File: src/include/fetch_defs.svh
`ifndef FETCH_DEFS_SVH
`define FETCH_DEFS_SVH

// first program counter after reset
`define FETCH_RESET_PC 64'h0000_0000_8000_0000

// cycles from address acceptance to read data valid
`define FETCH_ROM_LATENCY 3

// instruction word = low address bits xor key
`define FETCH_INST_KEY 32'h5a3c_96e1

`endif

File: src/hw/fetch_pkg.sv
package fetch_pkg;

    // redirect information from later pipeline stages
    typedef struct packed {
        logic        jal;
        logic        jalr;
        logic        branch;
        logic        trap;
        logic        stall;
        // branch compare result, zero means taken
        logic [63:0] alu_res;
        // pc of the redirecting instruction
        logic [63:0] pc;
        logic [63:0] imm;
        logic [63:0] rs1;
        logic [63:0] trap_vec;
    } redirect_t;

    // read request payload
    typedef struct packed {
        logic [63:0] addr;
    } rd_req_t;

    // read response payload
    typedef struct packed {
        logic [63:0] data;
    } rd_rsp_t;

    // instruction handed to decode
    typedef struct packed {
        logic [63:0] pc;
        logic [31:0] inst;
    } fetch_out_t;

endpackage

File: src/hw/fetch_bus_master.sv
module fetch_bus_master (
    input  logic                  clk,
    input  logic                  arst_n_i,
    input  logic [63:0]           pc_i,
    output logic                  req_valid_o,
    output fetch_pkg::rd_req_t    req_o,
    input  logic                  req_ready_i,
    input  logic                  rsp_valid_i,
    input  fetch_pkg::rd_rsp_t    rsp_i,
    output logic                  rsp_ready_o,
    output logic                  accept_o,
    output logic                  fetch_valid_o,
    output fetch_pkg::fetch_out_t fetch_o
);

    import fetch_pkg::*;

    typedef enum logic [1:0] {
        ST_ISSUE,
        ST_REQ,
        ST_WAIT
    } state_e;

    state_e  state_q;
    rd_req_t req_q;
    logic    rsp_fire;
    logic    pc_match;

    assign req_valid_o = (state_q == ST_REQ);
    assign rsp_ready_o = (state_q == ST_WAIT);
    assign req_o       = req_q;

    assign rsp_fire = rsp_valid_i && rsp_ready_o;
    // pc may have moved on while the read was in flight
    assign pc_match = (req_q.addr == pc_i);
    assign accept_o = rsp_fire && pc_match;

    // one read outstanding at a time
    always_ff @(posedge clk or negedge arst_n_i) begin
        if (!arst_n_i) begin
            state_q <= ST_ISSUE;
        end else begin
            case (state_q)
                ST_ISSUE: begin
                    state_q <= ST_REQ;
                end
                ST_REQ: begin
                    if (req_ready_i) begin
                        state_q <= ST_WAIT;
                    end
                end
                ST_WAIT: begin
                    if (rsp_fire) begin
                        state_q <= ST_ISSUE;
                    end
                end
                default: begin
                    state_q <= ST_ISSUE;
                end
            endcase
        end
    end

    // address held through the handshake and the response compare
    always_ff @(posedge clk) begin
        if (state_q == ST_ISSUE) begin
            req_q.addr <= pc_i;
        end
    end

    always_ff @(posedge clk or negedge arst_n_i) begin
        if (!arst_n_i) begin
            fetch_valid_o <= 1'b0;
        end else begin
            fetch_valid_o <= accept_o;
        end
    end

    // stale responses never reach the output
    always_ff @(posedge clk) begin
        if (accept_o) begin
            fetch_o.pc   <= req_q.addr;
            fetch_o.inst <= rsp_i.data[31:0];
        end
    end

    a_req_hold: assert property (@(posedge clk) disable iff (!arst_n_i)
        (req_valid_o && !req_ready_i) |=> (req_valid_o && $stable(req_o)));

    a_single_phase: assert property (@(posedge clk) disable iff (!arst_n_i)
        !(req_valid_o && rsp_ready_o));

endmodule

File: src/hw/fetch_top.sv
module fetch_top (
    input  logic                  clk,
    input  logic                  arst_n_i,
    input  fetch_pkg::redirect_t  redirect_i,
    output logic                  fetch_valid_o,
    output fetch_pkg::fetch_out_t fetch_o
);

    import fetch_pkg::*;

    logic [63:0] pc;
    logic        accept;
    logic        req_valid;
    logic        req_ready;
    logic        rsp_valid;
    logic        rsp_ready;
    rd_req_t     rd_req;
    rd_rsp_t     rd_rsp;

    next_pc_sel u_next_pc_sel (
        .clk        (clk),
        .arst_n_i   (arst_n_i),
        .redirect_i (redirect_i),
        .accept_i   (accept),
        .pc_o       (pc)
    );

    fetch_bus_master u_fetch_bus_master (
        .clk           (clk),
        .arst_n_i      (arst_n_i),
        .pc_i          (pc),
        .req_valid_o   (req_valid),
        .req_o         (rd_req),
        .req_ready_i   (req_ready),
        .rsp_valid_i   (rsp_valid),
        .rsp_i         (rd_rsp),
        .rsp_ready_o   (rsp_ready),
        .accept_o      (accept),
        .fetch_valid_o (fetch_valid_o),
        .fetch_o       (fetch_o)
    );

    inst_rom u_inst_rom (
        .clk         (clk),
        .arst_n_i    (arst_n_i),
        .req_valid_i (req_valid),
        .req_i       (rd_req),
        .req_ready_o (req_ready),
        .rsp_valid_o (rsp_valid),
        .rsp_o       (rd_rsp),
        .rsp_ready_i (rsp_ready)
    );

endmodule

File: src/hw/inst_rom.sv
`include "fetch_defs.svh"

module inst_rom #(
    parameter int unsigned LATENCY = `FETCH_ROM_LATENCY
) (
    input  logic               clk,
    input  logic               arst_n_i,
    input  logic               req_valid_i,
    input  fetch_pkg::rd_req_t req_i,
    output logic               req_ready_o,
    output logic               rsp_valid_o,
    output fetch_pkg::rd_rsp_t rsp_o,
    input  logic               rsp_ready_i
);

    localparam int CNT_W = $clog2(LATENCY + 1);

    logic             busy_q;
    logic             rsp_valid_q;
    logic [CNT_W-1:0] cnt_q;
    logic [63:0]      addr_q;
    logic [31:0]      word;

    // single entry, takes a new address only when empty
    assign req_ready_o = !busy_q && !rsp_valid_q;

    always_ff @(posedge clk or negedge arst_n_i) begin
        if (!arst_n_i) begin
            busy_q      <= 1'b0;
            rsp_valid_q <= 1'b0;
            cnt_q       <= '0;
        end else if (req_valid_i && req_ready_o) begin
            if (LATENCY == 1) begin
                rsp_valid_q <= 1'b1;
            end else begin
                busy_q <= 1'b1;
                cnt_q  <= CNT_W'(LATENCY - 1);
            end
        end else if (busy_q) begin
            // last count, data shows up next cycle
            if (cnt_q == CNT_W'(1)) begin
                busy_q      <= 1'b0;
                rsp_valid_q <= 1'b1;
            end
            cnt_q <= cnt_q - CNT_W'(1);
        end else if (rsp_valid_q && rsp_ready_i) begin
            rsp_valid_q <= 1'b0;
        end
    end

    always_ff @(posedge clk) begin
        if (req_valid_i && req_ready_o) begin
            addr_q <= req_i.addr;
        end
    end

    // contents derived from the address, upper half inverted
    assign word        = addr_q[31:0] ^ `FETCH_INST_KEY;
    assign rsp_o.data  = {~word, word};
    assign rsp_valid_o = rsp_valid_q;

    a_rsp_hold: assert property (@(posedge clk) disable iff (!arst_n_i)
        (rsp_valid_o && !rsp_ready_i) |=> (rsp_valid_o && $stable(rsp_o)));

endmodule

File: src/hw/next_pc_sel.sv
`include "fetch_defs.svh"

module next_pc_sel (
    input  logic                 clk,
    input  logic                 arst_n_i,
    input  fetch_pkg::redirect_t redirect_i,
    input  logic                 accept_i,
    output logic [63:0]          pc_o
);

    logic        jump_taken;
    logic [63:0] jalr_sum;
    logic [63:0] pc_q;
    logic [63:0] pc_d;
    logic        jalr_path_q;

    // jal, or branch with zero compare result
    assign jump_taken = redirect_i.jal || (redirect_i.branch && (redirect_i.alu_res == '0));
    assign jalr_sum   = redirect_i.rs1 + redirect_i.imm;

    // fixed priority, sequential advance last
    always_comb begin
        pc_d = pc_q;
        if (jump_taken) begin
            pc_d = redirect_i.pc + redirect_i.imm;
        end else if (redirect_i.jalr) begin
            pc_d = {jalr_sum[63:1], 1'b0};
        end else if (redirect_i.trap) begin
            pc_d = redirect_i.trap_vec;
        end else if (accept_i && !redirect_i.stall) begin
            pc_d = pc_q + 64'd4;
        end
    end

    always_ff @(posedge clk or negedge arst_n_i) begin
        if (!arst_n_i) begin
            pc_q <= `FETCH_RESET_PC;
        end else begin
            pc_q <= pc_d;
        end
    end

    // marks pcs that descend from a register jump target
    always_ff @(posedge clk or negedge arst_n_i) begin
        if (!arst_n_i) begin
            jalr_path_q <= 1'b0;
        end else if (jump_taken || redirect_i.trap) begin
            jalr_path_q <= redirect_i.jalr && !jump_taken;
        end else if (redirect_i.jalr) begin
            jalr_path_q <= 1'b1;
        end
    end

    assign pc_o = pc_q;

    // only a register jump may leave bit 1 set, bit 0 never
    a_pc_align: assert property (@(posedge clk) disable iff (!arst_n_i)
        (pc_o[1:0] == 2'b00) || (jalr_path_q && (pc_o[0] == 1'b0)));

endmodule

File: config.mk
export PLATFORM = sky130hd
export DESIGN_NAME = fetch_top
export DESIGN_NICKNAME = d
export VERILOG_FILES = /design/src/hw/fetch_pkg.sv /design/src/hw/fetch_bus_master.sv /design/src/hw/fetch_top.sv /design/src/hw/inst_rom.sv /design/src/hw/next_pc_sel.sv
export VERILOG_INCLUDE_DIRS = /design/src /design/src/include
export SDC_FILE = /design/constraint.sdc
export NUM_CORES = 1
export LEC_CHECK = 0
export BUFFER_PORTS_ARGS = -buffer_cell sky130_fd_sc_hd__buf_2
export CORE_MARGIN = 2
export CORE_UTILIZATION = 25
export CTS_BUF_LIST = sky130_fd_sc_hd__clkbuf_4 sky130_fd_sc_hd__clkbuf_8
export DETAILED_ROUTE_END_ITERATION = 12
export GPL_ROUTABILITY_DRIVEN = 0
export GPL_TIMING_DRIVEN = 0
export HOLD_SLACK_MARGIN = 0.12
export PLACE_DENSITY = 0.44
export SLEW_MARGIN = 20
export SYNTH_ARGS = -nofsm -noshare
export SYNTH_HDL_FRONTEND = slang
export SYNTH_SLANG_ARGS = --single-unit
File: constraint.sdc
create_clock -name clk -period 15.5 [get_ports clk]
set_clock_uncertainty 0.2 [all_clocks]
set_input_delay 1.55 -clock clk [delete_from_list [all_inputs] [get_ports clk]]
set_output_delay 1.55 -clock clk [all_outputs]
set_load 0.005 [all_outputs]
Yosys cells after proc, flatten, opt, wreduce, memory -nomap -nowiden
Cells that the tools add are included.

Word-level logic and storage cells: 55. Output and inout bits: 97. Flip-flop bits (word level): 263. Bits of input ports: 327.

Bitwise operators: 2. Reduce and logical (&&, ||, !) cells: 17. Eq/ne operators: 7. Multiplexer cells: 15. Add/sub/neg operators: 4.

Operators by type and width (number): two-way mux 64 bit (4); adder 64 bit (2); adder 64 x 3 -> 64 bit (second input constant) (1); equality test 64 bit (1); zero test 64 bit (1); inverter 16 bit (1); two-way mux 2 bit (4); logical AND 1 bit (6); two-way mux 1 bit (6); inequality test 2 bit (second input constant) (3); case mux 2 bit (3 select lines) (1); equality test 2 x 1 -> 1 bit (second input constant) (2); nonzero test 2 bit (2); nonzero test 4 bit (1); zero test 1 bit (3); AND reduction 3 bit (1); equality test 2 bit (second input constant) (1); zero test 2 bit (1); AND reduction 2 bit (1); subtractor 2 x 1 -> 2 bit (second input constant) (1); logical OR 1 bit (1); inverter 1 bit (1).

Logic depth before layout (Yosys ltp)
Gate-level depths: netlist of run 1.

Depth after elaboration: 8. Mapped depth: 13. Gate-level depth less buffers: 13.

Hierarchy
From an unflattened synthesis of run 1, not the netlist that was laid out.

Cells, all modules: 2147. Area, all modules: 19747.7 µm².

Modules (own cells, without submodules): next_pc_sel (seq. area each 1602.8 µm², instances 1, area an instance 12859.8 µm², cells an instance 1809); fetch_bus_master (seq. area each 4879.7 µm², instances 1, area an instance 5620.4 µm², cells an instance 256); inst_rom (seq. area each 1061.0 µm², instances 1, area an instance 1267.5 µm², cells an instance 82).

Least setup slack after synthesis of run 1
No wires, ideal clock.

Path type: reg2reg. From: reg u_next_pc_sel.pc_q[53], in the netlist u_next_pc_sel.pc_o[53]. To: reg u_fetch_bus_master.fetch_valid_o. Setup slack: 3620 ps. Cell stages (with the launch flop): 7. Path buffers: 0. Arrival: 10633 ps. Data required time: 14253 ps. Setup time: 1047 ps. Period minus slack after synthesis: 11880 ps. Cells stage by stage: dfrtp_1 -> xnor2_1 -> nand2_1 -> or3b_2 -> nor4b_1 -> nand4_1 -> nor4_1.

Word-level cells in the longest chain between the ends: 2.

RTL lines: start: declaration (line next_pc_sel.sv:13) `logic [63:0] pc_q;`; start signal: assignment (line next_pc_sel.sv:37) `` pc_q <= `FETCH_RESET_PC; ``; start signal: assignment (line next_pc_sel.sv:39) `pc_q <= pc_d;`; equality test 64 bit (line fetch_bus_master.sv:35) `assign pc_match = (req_q.addr == pc_i);`; logical AND 1 bit (line fetch_bus_master.sv:36) `assign accept_o = rsp_fire && pc_match;`; via accept (line fetch_top.sv:12) `logic accept;`; end signal: assignment (line fetch_bus_master.sv:75) `fetch_valid_o <= accept_o;`; end: declaration (line fetch_bus_master.sv:12) `output logic fetch_valid_o,`.

The timed path passes the listed nets, and every way through them passes these cells. A chain may end at the register's enable or synchronous reset.

Worst setup path in the final report of run 1
From: in redirect_i[128] (netlist name). To: reg u_next_pc_sel.pc_q[58], in the netlist u_next_pc_sel.pc_o[58].

Word-level cells in the longest chain between the ends: 3. Elaborated cells on any way between the ends: 4. Those cells by class: 2 x add/sub; 2 x mux.

RTL lines: start: declaration (line fetch_top.sv:4) `input fetch_pkg::redirect_t redirect_i,`; adder 64 bit (line next_pc_sel.sv:19) `assign jalr_sum = redirect_i.rs1 + redirect_i.imm;`; two-way mux 64 bit (line next_pc_sel.sv:26) `end else if (redirect_i.jalr) begin`; two-way mux 64 bit * (line next_pc_sel.sv:24) `if (jump_taken) begin`.

Mark *: on every way between the ends. The rest lies on a longest branch, timed or not.

==> results of run 1 <==
cell type report:
class,count,share of cell area
Antenna cell,4,0.000413
Buffer,111,0.0178
Clock buffer,53,0.0278
Clock inverter,26,0.00935
Inverter,59,0.00914
Multi-Input combinational cell,1786,0.476
Sequential cell,263,0.311
Tap cell,1040,0.0537
Timing Repair Buffer,442,0.0946
metal layers:
metal | part of all wire | vias up
met5 | 0.00029 | -
met4 | 0.044 | 4
met3 | 0.052 | 168
met2 | 0.47 | 796
met1 | 0.43 | 9514
li1 | - | 9252
worst max-delay path, stage by stage:
cell and delay [ns]:
buf_2 0.11, and2_1 0.16, fa_1 0.40, a21oi_1 0.29, o211a_1 0.31, o41a_1 0.24, a31oi_1 0.28, a31o_2 0.36
a221oi_1 0.58, o31ai_1 0.26, a21boi_0 0.31, xor2_1 0.44, a221oi_2 0.10, a221o_2 0.34
kinds of logic (layout without fill, tap and decap cells):
group,Yosys count,after routing,share of synthesized area
other cells,0,4,0
compound gates,700,700,0.217
fa+ha+maj,129,129,0.0827
flops,263,263,0.383
xor+xnor,207,207,0.0921
mux,20,20,0.0102
simple gates,730,730,0.182
buf+inv,170,691,0.0332
final timing paths:
path / endpoint / cells past startpoint / slack [ns] / start
setup / recovery: u_next_pc_sel.pc_o[58] / 14 / 10.07 / redirect_i[128]
hold / removal: u_fetch_bus_master.fetch_o[2] / 0 / 0.21 / u_inst_rom.addr_q[2]
setup reg to reg: u_next_pc_sel.pc_o[4] / 11 / 10.82 / u_next_pc_sel.pc_o[24]
hold reg to reg: u_fetch_bus_master.fetch_o[2] / 0 / 0.21 / u_inst_rom.addr_q[2]
max in group asynchronous: u_next_pc_sel.pc_o[31] / 2 / 13.75 / arst_n_i
min in group asynchronous: u_next_pc_sel.pc_o[50] / 1 / 0.67 / arst_n_i
flip-flops by register name, indices dropped and copies added, names as in the netlist:
name and count:
u_fetch_bus_master.fetch_o 96, u_inst_rom.cnt_q 2, u_inst_rom.rsp_valid_o 1, u_next_pc_sel.pc_o 64, u_fetch_bus_master.req_o 64, u_fetch_bus_master.fetch_valid_o 1
u_inst_rom.busy_q 1, u_inst_rom.addr_q 32, u_fetch_bus_master.state_q 2
placed cells by master, fill, tap and decap left out, drive strengths merged, types with 7 or more instances in the layout:
master,synthesis,routed
a211oi,24,24
a21o,57,57
a21oi,255,255
a221oi,13,13
a22oi,13,13
a31oi,23,23
and3,20,20
buf,11,453
clkbuf,100,153
clkinv,1,19
dfrtp,70,70
edfxtp,192,192
ha,127,127
inv,58,61
mux2i,19,19
nand2,221,221
nand2b,17,17
nand3,40,40
nand4,64,64
nor2,182,182
nor2b,34,34
nor3,46,46
nor4,42,42
nor4b,7,7
o211ai,23,23
o21a,14,14
o21ai,166,166
o21bai,18,18
o221ai,7,7
o22ai,17,17
o31ai,16,16
or3,13,13
or4,8,8
xnor2,105,105
xor2,102,102
power by group:
group,switching [mW],internal [mW],leakage [nW],total [mW]
Combinational,0.431,0.249,6.65,0.680
Sequential,0.0800,0.793,2.56,0.873
Clock,0.302,0.356,0.462,0.658
Total,0.813,1.40,9.67,2.21
per-stage QoR:
step / TNS, ns / total power [mW]
after global placement: -165.15 / 1.54
after floorplan: 0 / 1.27
after CTS: 0 / 2.21
final: 0 / 2.21
after detailed placement: 0 / 1.55
after global routing: 0 / 2.31
Yosys cell counts (7+ instances only):
| library cell | count | area share |
|---|---|---|
| a21o_1 | 57 | 0.022 |
| o221ai_1 | 7 | 0.0031 |
| nand2b_1 | 17 | 0.0054 |
| o22ai_1 | 17 | 0.0054 |
| xor2_1 | 102 | 0.045 |
| o21a_1 | 14 | 0.0053 |
| inv_1 | 58 | 0.011 |
| o21bai_1 | 18 | 0.0069 |
| o21ai_0 | 165 | 0.042 |
| o31ai_1 | 16 | 0.0061 |
| and3_1 | 20 | 0.0064 |
| a22oi_1 | 13 | 0.0050 |
| nand4_1 | 63 | 0.020 |
| a31oi_1 | 23 | 0.0073 |
| dfrtp_1 | 70 | 0.089 |
| nor4_1 | 41 | 0.013 |
| a211oi_1 | 24 | 0.0091 |
| mux2i_1 | 19 | 0.0097 |
| xnor2_1 | 105 | 0.047 |
| ha_1 | 127 | 0.081 |
| clkbuf_1 | 98 | 0.019 |
| or3_1 | 13 | 0.0041 |
| a221oi_1 | 12 | 0.0053 |
| o211ai_1 | 23 | 0.0088 |
| nand2_1 | 220 | 0.042 |
| nor3_1 | 44 | 0.011 |
| nor2_1 | 181 | 0.035 |
| nor4b_1 | 7 | 0.0031 |
| edfxtp_1 | 192 | 0.29 |
| a21oi_1 | 255 | 0.065 |
| buf_1 | 8 | 0.0015 |
| nor2b_1 | 34 | 0.011 |
| nand3_1 | 40 | 0.010 |
==> out/summary.json, run 1 <==
{
  "run_status": {"value": "completed"},
  "grt_max_degree": {"value": 53},
  "ys.warnings.count": {"value": 0},
  "worst_hold_slack": {"value": 0.214, "unit": "ns"},
  "cts_root_buffer": {"value": "clkbuf_8"},
  "routing_layer_with_the_top_usage_in_global_route": {"value": "met2"},
  "finalWorstSetupSlack": {"value": 10.07, "unit": "ns"},
  "ff_latch_area": {"value": 7540, "unit": "µm²"},
  "ys_async_sr_fraction": {"value": 0.270},
  "multi_input_area": {"value": 11500, "unit": "µm²"},
  "iter_0_drt_violations": {"value": 1866},
  "use_met1": {"value": 0.277},
  "postSynthNetCount": {"value": 2675},
  "floorplan.die_area": {"value": 81000, "unit": "µm²"},
  "start_util": {"value": 0.253},
  "synth_ff_type": {"value": "edfxtp_1"},
  "routedWlPerCell": {"value": 23.6, "unit": "µm"},
  "worstSetupPathType": {"value": "input pin to flip-flop"},
  "h_tree_lvl_count": {"value": 2},
  "fin_util": {"value": 0.312},
  "num_rows": {"value": 102},
  "max_cap_viol_count": {"value": 0},
  "place_area": {"value": 23300, "unit": "µm²"},
  "ant_nets": {"value": 0},
  "placement.io_buffers": {"value": 423},
  "synth.avg_cell_area": {"value": 8.87, "unit": "µm²"},
  "antenna_found_initial": {"value": 6},
  "hp-class": {"value": "flip-flop to flip-flop"},
  "synth_seq_area_share": {"value": 0.383},
  "timing.critical_path.to_type": {"value": "flip-flop"},
  "post-place-cells": {"value": 3701},
  "first_global_vias": {"value": 19500},
  "cts_tree": {"value": "yes"},
  "vias": {"value": 19700},
  "layout_worst_path_cycle_share": {"value": 0.350},
  "yosys_register_bits": {"value": 263},
  "fillerInstances": {"value": 8278},
  "tightestPinTransition": {"value": 1.14, "unit": "ns"},
  "arrival_time_worst_endpoint": {"value": 5.72, "unit": "ns"},
  "maxSlewViolCount": {"value": 0},
  "grt_overflow_total": {"value": 0},
  "remaining_drcs": {"value": 0},
  "synth_enable_flop_cells": {"value": 192},
  "setup_viol": {"value": 0},
  "drt_pre_antenna_iters": {"value": 6},
  "grt.met3_usage": {"value": 0.0238},
  "vias_per_cell": {"value": 5.22},
  "fin_cells": {"value": 3784},
  "area.growth.synth_to_final": {"value": 23.0, "unit": "%"},
  "cts_buffers": {"value": 43},
  "rsz0062_at_grt": {"value": "false"},
  "groute.usage.overall": {"value": 0.212},
  "worst_skew_pair.late_latency": {"value": 0.62, "unit": "ns"},
  "finish.net_count": {"value": 3162},
  "finalCriticalPeriod": {"value": 5.43, "unit": "ns"},
  "leakage": {"value": 9.67, "unit": "nW"},
  "post-cts-setup-buffers": {"value": 0},
  "dieWidth": {"value": 285, "unit": "µm"},
  "cts.sinks": {"value": 263},
  "cellPowerDensity": {"value": 91.2, "unit": "nW/µm²"},
  "clock_input_transition_at_the_sequential_cells_of_the_worst_setup_and_hold_paths": {"value": 0.07, "unit": "ns"},
  "met2_usage": {"value": 0.353},
  "maximum_vdd_drop": {"value": 0.0618, "unit": "mV"},
  "drt_wl_total": {"value": 89100, "unit": "µm"},
  "relSlewSlack": {"value": 0.236},
  "fmax": {"value": 0.184, "unit": "GHz"},
  "final_cell_area": {"value": 24200, "unit": "µm²"},
  "startpoint_kind_of_the_worst_setup_timing_path": {"value": "input pin"},
  "ctsResizeCount": {"value": 0},
  "report.final.hold_viol_count": {"value": 0},
  "wire_length_of_the_first_global_routing_pass": {"value": 129000, "unit": "µm"},
  "dp_hpwl": {"value": 75200, "unit": "µm"},
  "postSynthCellCount": {"value": 2219},
  "synthDistinctLibCells": {"value": 85},
  "drive_gt1_frac": {"value": 0.197},
  "dp_worst_setup_slack": {"value": 9.52, "unit": "ns"},
  "synth_area": {"value": 19700, "unit": "µm²"},
  "post_cts_hold_buffer_count": {"value": 0},
  "top_level_ports": {"value": 424},
  "critical_path_peak_fanout": {"value": 4},
  "core_area": {"value": 77700, "unit": "µm²"},
  "floorplan.die.height": {"value": 285, "unit": "µm"},
  "worst-endpoint-required": {"value": 15.79, "unit": "ns"},
  "clk_path_buf_depth": {"value": 3}
}
Note: power is estimated with default switching activity, not from simulation.
==> inputs of run 2 (changes only) <==
--- a/config.mk
+++ b/config.mk
@@ -14,7 +14,7 @@
 export GPL_ROUTABILITY_DRIVEN = 0
 export GPL_TIMING_DRIVEN = 0
 export HOLD_SLACK_MARGIN = 0.12
-export PLACE_DENSITY = 0.44
+export PLACE_DENSITY = 0.45
 export SLEW_MARGIN = 20
 export SYNTH_ARGS = -nofsm -noshare
 export SYNTH_HDL_FRONTEND = slang
==> constraint.sdc (replaced) <==
create_clock -name clk -period 4.8 [get_ports clk]
set_clock_uncertainty 0.2 [all_clocks]
set_input_delay 0.48 -clock clk [delete_from_list [all_inputs] [get_ports clk]]
set_output_delay 0.48 -clock clk [all_outputs]
set_load 0.005 [all_outputs]
==> run 2 against run 1 <==
Compared with the run above:
- sequential power rose to 3.2 times the previous value
- setup slack got worse by 9.7 ns
- hold slack got worse by 0.059 ns
- cell count barely moved
- register-to-register slack got worse by 10 ns
- via count rose by 0.69%
- wire length barely moved
- power rose to 3.2 times the previous value
- final area rose by 0.53%
- clock-buffer cell count did not move
- global-route usage barely moved
- critical path depth fell by 3
- critical path type is now flip-flop to flip-flop
- largest power group unchanged
- highest routed layer unchanged
==> out/summary.json, run 2 (synthesis gave the netlist of run 1 again) <==
{
  "cp_cell_sequence": {"value": "xnor2_1, nor4bb_1, nand4b_1, nor4_1, nand4b_1, nor3_4, nor2_1, inv_1, clkbuf_1, clkbuf_1, a31oi_1"},
  "timing.critical_path.to_type": {"value": "flip-flop"},
  "floorplan.die_area": {"value": 81000, "unit": "µm²"},
  "max_flop_register": {"value": "u_fetch_bus_master.fetch_o"},
  "maxSlewViolCount": {"value": 0},
  "max_cap_viol_count": {"value": 0},
  "clk_path_buf_depth": {"value": 3},
  "top_level_ports": {"value": 424},
  "fmax": {"value": 0.226, "unit": "GHz"},
  "routedWlPerCell": {"value": 23.6, "unit": "µm"},
  "tightestPinTransition": {"value": 1.10, "unit": "ns"},
  "cts_tree": {"value": "yes"},
  "setup_viol": {"value": 0},
  "post-cts-setup-buffers": {"value": 0},
  "ant_nets": {"value": 0},
  "dp_hpwl": {"value": 75200, "unit": "µm"},
  "first_global_vias": {"value": 19500},
  "clock_input_transition_at_the_sequential_cells_of_the_worst_setup_and_hold_paths": {"value": 0.07, "unit": "ns"},
  "cts_buffers": {"value": 44},
  "r2r_slack": {"value": 0.38, "unit": "ns"},
  "iter_0_drt_violations": {"value": 1920},
  "worst-endpoint-required": {"value": 5.03, "unit": "ns"},
  "antenna_found_initial": {"value": 9},
  "layout_worst_path_cycle_share": {"value": 0.920},
  "core_area": {"value": 77700, "unit": "µm²"},
  "worst_skew_pair.late_latency": {"value": 0.61, "unit": "ns"},
  "placement.io_buffers": {"value": 423},
  "run_status": {"value": "completed"},
  "startpoint_kind_of_the_worst_setup_timing_path": {"value": "flip-flop"},
  "finish.net_count": {"value": 3163},
  "grt_overflow_total": {"value": 0},
  "highest_count_cells_in_the_layout_ignoring_fill_and_taps": {"value": "buf_2 (424), a21oi_1 (255), nand2_1 (220)"},
  "power": {"value": 7.16, "unit": "mW"},
  "vias": {"value": 19900},
  "rsz0062_at_grt": {"value": "false"},
  "area.growth.synth_to_final": {"value": 23.6, "unit": "%"},
  "place_area": {"value": 23300, "unit": "µm²"},
  "vias_per_cell": {"value": 5.25},
  "leakage": {"value": 9.72, "unit": "nW"},
  "critical-path-max-stage-delay": {"value": 0.57, "unit": "ns"},
  "wire_length_of_the_first_global_routing_pass": {"value": 128000, "unit": "µm"},
  "dieWidth": {"value": 285, "unit": "µm"},
  "hp-class": {"value": "input pin to asynchronous set/reset pin"},
  "floorplan.die.height": {"value": 285, "unit": "µm"},
  "finalCriticalPeriod": {"value": 4.42, "unit": "ns"},
  "max_reg_flops": {"value": 96},
  "relSlewSlack": {"value": 0.257},
  "cts_root_buffer": {"value": "clkbuf_8"},
  "num_rows": {"value": 102},
  "worstSetupPathType": {"value": "flip-flop to flip-flop"},
  "setup-tns-final": {"value": 0, "unit": "ns"},
  "cellPowerDensity": {"value": 294, "unit": "nW/µm²"},
  "h_tree_lvl_count": {"value": 2},
  "groute.usage.overall": {"value": 0.211},
  "report.final.hold_viol_count": {"value": 0},
  "grt_max_degree": {"value": 50},
  "drt_wl_total": {"value": 89100, "unit": "µm"},
  "drive_gt1_frac": {"value": 0.197},
  "mostFrequentLayoutCell": {"value": "buf_2"},
  "drt_pre_antenna_iters": {"value": 6},
  "crit_path_top_delay_cell": {"value": "clkbuf_1"},
  "cts.sinks": {"value": 263},
  "critical_path_peak_fanout": {"value": 10},
  "start_util": {"value": 0.253},
  "final_cell_area": {"value": 24300, "unit": "µm²"},
  "arrival_time_worst_endpoint": {"value": 4.65, "unit": "ns"},
  "remaining_drcs": {"value": 0},
  "maximum_vdd_drop": {"value": 0.165, "unit": "mV"}
}
## run 2: cell count changes in the layout (fill, tap and decap cells not counted), moves of 3 or more
cell           delta
clkinv_1          -4
buf_2            -11
clkbuf_4          -3
dlygate4sd3_1     +6
clkinv_2          +4
clkbuf_8          +3
## run 2: area by class of cell
type                    instances  area, µm²
repair buffers                442       2370
clock inverters                27        236
well taps                    1040       1300
fillers                      8290      53400
clock buffers                  53        692
plain buffers                 111        432
multi-input cells            1786      11500
inverters                      59        221
diodes                          2       5.00
flip-flops and latches        263       7540
## run 2: power breakdown
part,internal (mW),switching (mW)
clock,1.18,0.979
combinational,0.807,1.39
sequential,2.56,0.256
## run 2: worst paths after layout
check                      depth (start not counted)                                to                         start
min in group clk                                   5             u_next_pc_sel.pc_o[3]                 redirect_i[3]
setup / recovery                                  11             u_next_pc_sel.pc_o[4]  u_fetch_bus_master.req_o[24]
max in group asynchronous                          3            u_next_pc_sel.pc_o[31]                      arst_n_i
hold reg to reg                                    0    u_fetch_bus_master.fetch_o[26]         u_inst_rom.addr_q[26]
hold / removal                                     2  u_fetch_bus_master.fetch_valid_o                      arst_n_i
setup reg to reg                                  11             u_next_pc_sel.pc_o[4]  u_fetch_bus_master.req_o[24]
## run 2: timing repair
item / 4_1_cts / 5_1_grt
setup endpoints to repair: 0 / 1
resized for setup: 0 / 1
endpoints found under the hold margin: 74 / 0
hold buffers: 6 / 0
## run 2: critical path: cells and delay by family, from the launching register on
family | cells | cell delay, ns
buffers and inverters | 3 | 1.26
and+or+nand+nor | 6 | 1.74
DFF | 1 | 0.49
xor gates and xnor gates | 1 | 0.34
AOI/OAI and AO/OA | 1 | 0.19
## run 2: routing by layer
metal	global-route usage	wire [µm]	vias to the layer above
met5	0	38	-
met4	0.0976	4340	8
met1	0.278	38400	9551
met2	0.344	41100	879
li1	-	-	9263
met3	0.0270	5180	170
## run 2: stage by stage
step                utilization  worst slack [ns]  std cells  hold slack, ns
CTS                       0.313             0.256       3781           0.134
floorplan                     -            -0.357       2219         -0.0156
global placement          0.298             -2.46       3682           0.203
detailed placement        0.300           -0.0368       3695           0.205
finish                    0.313             0.382       3783           0.155
global route              0.313             0.197       3783           0.171
